===== src/rx_iq_pkg.sv =====
// rx iq rate adapter definitions
`default_nettype none

package rx_iq_pkg;

    // width of one i or q component
    localparam int iq_width = 16;

    // one dual-antenna sample
    // antenna 1 in the upper half, q above i on each antenna
    typedef struct packed {
        logic [iq_width-1:0] q1;
        logic [iq_width-1:0] i1;
        logic [iq_width-1:0] q0;
        logic [iq_width-1:0] i0;
    } iq_sample_t;

    // fifo geometry
    localparam int fifo_depth = 32;
    // fill count spans 0 to fifo_depth inclusive
    localparam int fifo_count_w = 6;

    // fill-level bands for the read pacer
    // below fill_low the pacer stretches its period by one clock
    localparam int fill_low = 11;
    // at or above fill_high the period shrinks by one clock
    localparam int fill_high = 22;

endpackage

`default_nettype wire


===== src/iq_sync_fifo.sv =====
// single clock fwft sample fifo
`default_nettype none
`timescale 1ns/1ps

module iq_sync_fifo (
    input  logic                               clk,
    input  logic                               rstn,
    // write side
    input  logic                               wr_en,
    input  rx_iq_pkg::iq_sample_t              wr_data,
    // read side with head valid whenever empty is low
    input  logic                               rd_en,
    output rx_iq_pkg::iq_sample_t              head,
    output logic                               empty,
    output logic                               full,
    output logic [rx_iq_pkg::fifo_count_w-1:0] count
);
    import rx_iq_pkg::*;

    // pointer width for the storage index
    localparam int ptr_w = $clog2(fifo_depth);
    localparam logic [ptr_w-1:0] last_idx = ptr_w'(fifo_depth - 1);
    localparam logic [fifo_count_w-1:0] count_full = fifo_count_w'(fifo_depth);

    // sample storage
    iq_sample_t mem [fifo_depth];

    logic [ptr_w-1:0] wr_ptr;
    logic [ptr_w-1:0] rd_ptr;
    logic [fifo_count_w-1:0] occ;

    // qualified operations
    logic do_wr;
    logic do_rd;

    // drop writes once full
    assign do_wr = wr_en && !full;
    // read side trusts the pacer never to pop while empty
    assign do_rd = rd_en;

    // status straight from the occupancy counter
    assign empty = (occ == '0);
    assign full  = (occ == count_full);
    assign count = occ;

    // first word falls through with the entry at rd_ptr always on head
    assign head = mem[rd_ptr];

    // storage write
    always_ff @(posedge clk) begin
        if (do_wr) begin
            mem[wr_ptr] <= wr_data;
        end
    end

    // write pointer wraps after the last entry
    always_ff @(posedge clk) begin
        if (!rstn) begin
            wr_ptr <= '0;
        end else if (do_wr) begin
            if (wr_ptr == last_idx) begin
                wr_ptr <= '0;
            end else begin
                wr_ptr <= wr_ptr + 1'b1;
            end
        end
    end

    // read pointer moves so the next word shows on head after the pop edge
    always_ff @(posedge clk) begin
        if (!rstn) begin
            rd_ptr <= '0;
        end else if (do_rd) begin
            if (rd_ptr == last_idx) begin
                rd_ptr <= '0;
            end else begin
                rd_ptr <= rd_ptr + 1'b1;
            end
        end
    end

    // occupancy updates on the same edge as the operation
    always_ff @(posedge clk) begin
        if (!rstn) begin
            occ <= '0;
        end else begin
            case ({do_wr, do_rd})
                2'b10: begin
                    occ <= occ + 1'b1;
                end
                2'b01: begin
                    occ <= occ - 1'b1;
                end
                // push and pop together or idle
                default: begin
                    occ <= occ;
                end
            endcase
        end
    end

    // the pacer never pops an empty fifo
    rd_while_empty: assert property (
        @(posedge clk) disable iff (!rstn)
        rd_en |-> !empty
    ) else $error("fifo read strobe while empty");

    // occupancy stays within the storage size
    count_in_range: assert property (
        @(posedge clk) disable iff (!rstn)
        occ <= count_full
    ) else $error("fifo count %0d above depth", occ);

    // overflow loses the sample
    wr_while_full: assert property (
        @(posedge clk) disable iff (!rstn)
        wr_en |-> !full
    ) else $warning("fifo write while full, sample dropped");

endmodule

`default_nettype wire


===== src/rx_read_pacer.sv =====
// adaptive fifo read pacer
`default_nettype none
`timescale 1ns/1ps

module rx_read_pacer #(
    parameter int num_clk_per_sample = 5,
    parameter int sampling_rate_mhz  = 20,
    parameter int num_clk_per_us     = 100
) (
    input  logic                               clk,
    input  logic                               rstn,
    // fifo status and head word
    input  logic                               empty,
    input  logic [rx_iq_pkg::fifo_count_w-1:0] count,
    input  rx_iq_pkg::iq_sample_t              head,
    // receiver-side controls
    input  logic                               fifo_out_en,
    input  logic                               bb_20m_en,
    input  logic                               valid_delay_sel,
    // pop strobe back to the fifo
    output logic                               rd_en,
    // to the baseband receiver
    output rx_iq_pkg::iq_sample_t              sample_out,
    output logic                               sample_out_valid
);
    import rx_iq_pkg::*;

    // nominal counter top is one less than clocks per sample
    localparam int top_nom = num_clk_per_sample - 1;
    // counter must hold nominal plus one
    localparam int cnt_w = $clog2(num_clk_per_sample + 1);
    // clock is not an integer multiple of the sample rate
    localparam bit fractional = (num_clk_per_sample * sampling_rate_mhz) != num_clk_per_us;

    // the three period choices
    localparam logic [cnt_w-1:0] top_slow = cnt_w'(top_nom + 1);
    localparam logic [cnt_w-1:0] top_mid  = cnt_w'(top_nom);
    localparam logic [cnt_w-1:0] top_fast = cnt_w'(top_nom - 1);

    // fill thresholds at count width
    localparam logic [fifo_count_w-1:0] lo_thr = fifo_count_w'(fill_low);
    localparam logic [fifo_count_w-1:0] hi_thr = fifo_count_w'(fill_high);

    logic [cnt_w-1:0] counter;
    logic [cnt_w-1:0] top;
    logic [cnt_w-1:0] top_next;
    // flips every sample slot for the fractional dither
    logic             dither;
    logic             tick;

    // delayed output stage
    logic             valid_q;
    iq_sample_t       data_q;

    // one read slot per counter wrap
    assign tick = (counter == '0);

    // pop when paced or forced, data present and output gate open
    assign rd_en = (tick || bb_20m_en) && !empty && fifo_out_en;

    // next period from the fill level
    always_comb begin
        if (count < lo_thr) begin
            // running dry so read slower
            top_next = top_slow;
        end else if (count < hi_thr) begin
            // normal band
            if (fractional) begin
                top_next = dither ? top_mid : top_slow;
            end else begin
                top_next = top_mid;
            end
        end else begin
            // filling up so read faster
            // fractional mode only drops the stretch
            top_next = fractional ? top_mid : top_fast;
        end
    end

    // pacing counter counts 0 up to top then wraps
    always_ff @(posedge clk) begin
        if (!rstn) begin
            counter <= '0;
        end else if (counter == top) begin
            counter <= '0;
        end else begin
            counter <= counter + 1'b1;
        end
    end

    // top and dither update once per sample slot
    always_ff @(posedge clk) begin
        if (!rstn) begin
            top    <= top_mid;
            dither <= 1'b0;
        end else if (tick) begin
            top    <= top_next;
            dither <= ~dither;
        end
    end

    // valid one cycle after the read
    always_ff @(posedge clk) begin
        if (!rstn) begin
            valid_q <= 1'b0;
        end else begin
            valid_q <= rd_en;
        end
    end

    // capture the popped word alongside its valid
    always_ff @(posedge clk) begin
        if (rd_en) begin
            data_q <= head;
        end
    end

    // high select takes the read cycle directly
    assign sample_out_valid = valid_delay_sel ? rd_en : valid_q;
    assign sample_out       = valid_delay_sel ? head : data_q;

    // counter stays under the running top and the top within one clock of nominal
    top_in_band: assert property (
        @(posedge clk) disable iff (!rstn)
        (counter <= top) && (top >= top_fast) && (top <= top_slow)
    ) else $error("pacer counter %0d past top %0d or top outside band", counter, top);

endmodule

`default_nettype wire


===== src/rx_iq_intf.sv =====
// rx iq rate adapter top
`default_nettype none
`timescale 1ns/1ps

module rx_iq_intf #(
    parameter int num_clk_per_sample = 5,
    parameter int sampling_rate_mhz  = 20,
    parameter int num_clk_per_us     = 100
) (
    input  logic                  clk,
    input  logic                  rstn,
    // front-end samples already in the clk domain
    input  rx_iq_pkg::iq_sample_t sample_in,
    input  logic                  sample_in_valid,
    // write and read gates
    input  logic                  fifo_in_en,
    input  logic                  fifo_out_en,
    // drain one sample per clock
    input  logic                  bb_20m_en,
    input  logic                  valid_delay_sel,
    // to the baseband receiver
    output rx_iq_pkg::iq_sample_t sample_out,
    output logic                  sample_out_valid,
    output logic                  fifo_emptyn
);
    import rx_iq_pkg::*;

    // fifo to pacer
    iq_sample_t              fifo_head;
    logic                    fifo_empty;
    logic [fifo_count_w-1:0] fifo_count;
    // pacer to fifo
    logic                    fifo_rd;
    // gated write strobe
    logic                    fifo_wr;

    // input gate
    assign fifo_wr = sample_in_valid & fifo_in_en;

    // occupancy status for the receiver
    assign fifo_emptyn = ~fifo_empty;

    // sample buffer
    iq_sync_fifo u_fifo (
        .clk     (clk),
        .rstn    (rstn),
        .wr_en   (fifo_wr),
        .wr_data (sample_in),
        .rd_en   (fifo_rd),
        .head    (fifo_head),
        .empty   (fifo_empty),
        .full    (),
        .count   (fifo_count)
    );

    // rate control and output staging
    rx_read_pacer #(
        .num_clk_per_sample (num_clk_per_sample),
        .sampling_rate_mhz  (sampling_rate_mhz),
        .num_clk_per_us     (num_clk_per_us)
    ) u_pacer (
        .clk              (clk),
        .rstn             (rstn),
        .empty            (fifo_empty),
        .count            (fifo_count),
        .head             (fifo_head),
        .fifo_out_en      (fifo_out_en),
        .bb_20m_en        (bb_20m_en),
        .valid_delay_sel  (valid_delay_sel),
        .rd_en            (fifo_rd),
        .sample_out       (sample_out),
        .sample_out_valid (sample_out_valid)
    );

endmodule

`default_nettype wire


===== config.mk =====
export PLATFORM = sky130hd
export DESIGN_NAME = rx_iq_intf
export DESIGN_NICKNAME = d
export VERILOG_FILES = /design/src/rx_iq_pkg.sv /design/src/iq_sync_fifo.sv /design/src/rx_read_pacer.sv /design/src/rx_iq_intf.sv
export SDC_FILE = /design/constraint.sdc
export NUM_CORES = 2
export LEC_CHECK = 0
export ABC_AREA = 0
export BUFFER_PORTS_ARGS = -buffer_cell sky130_fd_sc_hd__buf_2
export CAP_MARGIN = 0
export CELL_PAD_IN_SITES_DETAIL_PLACEMENT = 1
export CELL_PAD_IN_SITES_GLOBAL_PLACEMENT = 2
export CORE_ASPECT_RATIO = 0.8
export CORE_MARGIN = 1
export CORE_UTILIZATION = 50
export DETAILED_ROUTE_END_ITERATION = 7
export PLACE_DENSITY = 0.75
export SYNTH_ARGS = -nofsm -noshare
export SYNTH_HDL_FRONTEND = slang
export SYNTH_SLANG_ARGS = --single-unit

===== constraint.sdc =====
create_clock -name clk -period 6.3 [get_ports clk]
set_input_delay 0 -clock clk [delete_from_list [all_inputs] [get_ports clk]]
set_output_delay 0 -clock clk [all_outputs]
set_load 0.02 [all_outputs]

==> metrics.csv <==
stage,metric,value,unit
global_routing,GRT Resource Usage Total,0.261,
timing,minimum clock period,4.70,ns
setup_path,CP max FO,60,
die,ports placed on the boundary,137,
finish,number of diodes added for antenna fixing,0,
die,x dimension of the die,454,µm
route,total DRC errors in the routed layout,0,
run,max-cap violations,0,
synth,summed instance area of the synthesized netlist,81700,µm²
placement,cell total after placement,5871,
die,starting density of the core,0.505,
setup_path,worst path arrival time,4.70,ns
die,area of the core region,162000,µm²
synth,"Async S/R FF share, synth",0,
global_routing,remaining global-route overflow,0,
setup_path,category of the worst setup path capture point,primary output,
clock_tree,clock tree from TritonCTS,yes,
placement,Placement Cell Area,85200,µm²
clock_tree,# H-tree levels,4,
setup_path,WS Path Type,register to primary output,
global_routing,global-route wire length before repair,305,mm
synth,Syn Nets,3784,
finish,fraction of layout cells with a size suffix above 1,0.269,
timing,Least-Margin Pin Slew,1.27,ns
die,Site Rows,132,
setup_path,crit-path max cell delay,0.92,ns
timing,aggregate negative setup slack,0,ns
route,post-route antenna net violation count,0,
placement,HPWL after DPL,120,mm
synth,Post-synth EDFFs,2112,
timing,"Setup violations, final",0,
timing,Slew headroom,0.154,
finish,layout overhead on the synthesized area,13.1,%
clock_tree,"Setup Fix Bufs, Post-CTS",0,
placement,count of input and output buffers,136,
power_and_ir_drop,largest voltage drop on the vdd net,0.295,mV
power_and_ir_drop,leakage component of the power,28.2,nW
die,total die area,165000,µm²
timing,Final period util,0.746,
route,detailed-route via count,39900,
finish,final design instance area without fill,92400,µm²
die,Die Height,364,µm
global_routing,number of antenna violations at the first check in global routing,7,
run_status,run status,finished clean,
route,Iteration-0 DRC Markers,4542,
synth,share of Yosys cell area claimed by the top area cell type,0.776,
setup_path,type of origin of the critical path,register,
setup_path,cells along the critical path,buf_4 -> nand3_1 -> o22ai_1 -> nor4_1 -> mux2_2 -> buf_2,
placement,global placer's final weighted congestion,0.767,
synth,Synth Warn #,0,
route,aggregate routed wire length,213,mm
clock_tree,Num Clock Sinks,2140,
timing,worst clock skew on the final layout,0.0299,ns
timing,RSZ-0062 raised after global routing,false,
synth,number of storage elements in the synthesis netlist,2140,
min_path,class of the tightest hold or removal check,input port to register,
synth,Yosys top cell by area,edfxtp_1,
synth,biggest area contributors in the synthesized netlist,"edfxtp_1, mux4_2, mux2i_1, mux2_2, o22ai_1",
timing,final hold violation count,0,
finish,final instance count without filler cells,6313,
synth,sequential fraction of the synthesis area,0.783,
synth,"Avg Cell Area, Syn",22.1,µm²
clock_tree,hold-fix buffers at CTS,70,
clock_tree,number of CTS-inserted buffers,203,
setup_path,register-to-register path setup slack,1.94,ns
clock_tree,source-to-sink clock delay at the later pin of the worst-skew pair,0.83,ns
clock_tree,root cell of the clock tree,clkbuf_16,
synth,unique cell type count in the Yosys netlist,53,
global_routing,vias in the first global route,41700,
timing,highest achievable clock rate,213,MHz
route,WL/cell,33.8,µm
route,first-pass iteration count of the detailed router,5,
clock_tree,total of cells resized after clock tree synthesis,0,
setup_path,CP max stage cell,dfxtp_4,
global_routing,maximum number of pins on one net before global-route repair,129,
synth,Post-Synthesis Cells,3701,
synth,top flip-flop cell by instance count after synthesis,edfxtp_1,
finish,layout net count,4085,
route,vias per inst,6.33,
power_and_ir_drop,PD cells,358,nW/µm²
clock_tree,register clock-pin slew on the reported worst setup and hold paths,0.06,ns
clock_tree,number of buffers on the longest clock path,3,
setup_path,Worst Path Required,6.30,ns
timing,number of max-slew violations in the final report,0,
-- metrics by stage --
stage | hold WS [ns] | utilization | setup WS, ns | power [mW]
floorplan | 0.0989 | - | 1.79 | 19.8
global placement | 0.292 | 0.526 | 2.08 | 21.1
detailed placement | 0.304 | 0.526 | 1.97 | 21.2
CTS | 0.00246 | 0.571 | 1.57 | 33.4
global route | 0.0739 | 0.571 | 1.48 | 34.1
finish | 0.0621 | 0.571 | 1.60 | 33.1
-- path summary, 6_finish.rpt --
path                                                    start                       endpoint  cells after the start
worst max-delay path                                 register                  sample_out[5]                      6
worst min-delay path                                     rstn    u_pacer.top[1]$_SDFFE_PN0P_                      4
worst max register to register   u_fifo.count[1]$_SDFFE_PN0P_    u_fifo.mem[6][35]$_DFFE_PP_                      5
worst min register to register  u_pacer.counter[0]$_SDFF_PP0_  u_pacer.counter[0]$_SDFF_PP0_                      1
-- cells in the final DEF (no fill, tap or decap), types with 28 or more instances in the layout --
master / n
clkbuf_1: 44
a22oi_1: 50
a21oi_1: 33
clkbuf_16: 208
mux2_2: 89
nor2_1: 65
nor4_1: 32
mux2i_1: 109
mux4_2: 454
clkinv_1: 44
o21ai_0: 37
nand2_1: 93
dlygate4sd3_1: 70
clkinv_2: 41
buf_12: 28
buf_4: 63
nor2_4: 32
o22ai_1: 145
buf_2: 135
edfxtp_1: 2112
-- worst max-delay path: cells and delay by family (launching register included) --
kind / cells / cell delay [ns]
multiplexers: 1 / 0.30
flip-flops: 1 / 0.92
AND/OR/NAND/NOR: 2 / 0.96
buffers and inverters: 2 / 0.94
AO/OA/AOI/OAI: 1 / 0.64
-- synthesized netlist by cell type (11+ instances only) --
cell      instances
ha_1             12
buf_6            26
nor3_1           11
a22oi_1          50
nor2b_1          12
o22ai_1         145
clkbuf_1         51
buf_4            57
edfxtp_1       2112
o21ai_0          37
dfxtp_1          28
mux2i_1         109
nand2b_1         11
mux2_2           89
and3_1           13
nor2_1           98
nand2_1          93
o221a_2          12
nor4_1           32
a221oi_1         19
mux4_2          454
nand3_1          23
buf_2            56
a21oi_1          33
a31oi_1          15
-- power by group --
group          internal (mW)  switching [mW]
clock network           6.96            5.24
registers               16.0           0.183
logic                   2.00            2.68
-- metal layers --
layer / vias to the layer above / part of all wire / global-route usage
li1: 16300 / - / -
met1: 21800 / 0.43 / 0.382
met2: 1663 / 0.48 / 0.409
met3: 273 / 0.076 / 0.0496
met4: 0 / 0.020 / 0.0613
met5: - / 0 / 0
-- registers in the layout (all words and copies together) (netlist names), named ones only --
name             flops
u_fifo.mem        2048
u_pacer.data_q      64
u_fifo.count         6
u_fifo.rd_ptr        5
u_fifo.wr_ptr        5
u_pacer.counter      3
u_pacer.top          3
u_pacer.valid_q      1
-- area by class of cell --
cell class	count	area, µm²
Clock inverter	117	1160
Inverter	10	40.0
Fill cell	13400	69600
Clock buffer	255	5410
Sequential cell	2140	64000
Multi-Input combinational cell	1351	16700
Tap cell	2144	2680
Timing Repair Buffer	296	2410
-- cells by family (layout without fill, tap and decap cells) --
group / Yosys count / after routing / synth area share
XOR/XNOR: 8 / 8 / 0.000857
AO/OA/AOI/OAI: 335 / 335 / 0.0271
flip-flops: 2140 / 2140 / 0.783
AND/OR/NAND/NOR: 334 / 334 / 0.0199
buffers and inverters: 210 / 678 / 0.0156
multiplexers: 662 / 662 / 0.152
adder cells (fa/ha/maj): 12 / 12 / 0.00184
Note: power is estimated with default switching activity, not from simulation.
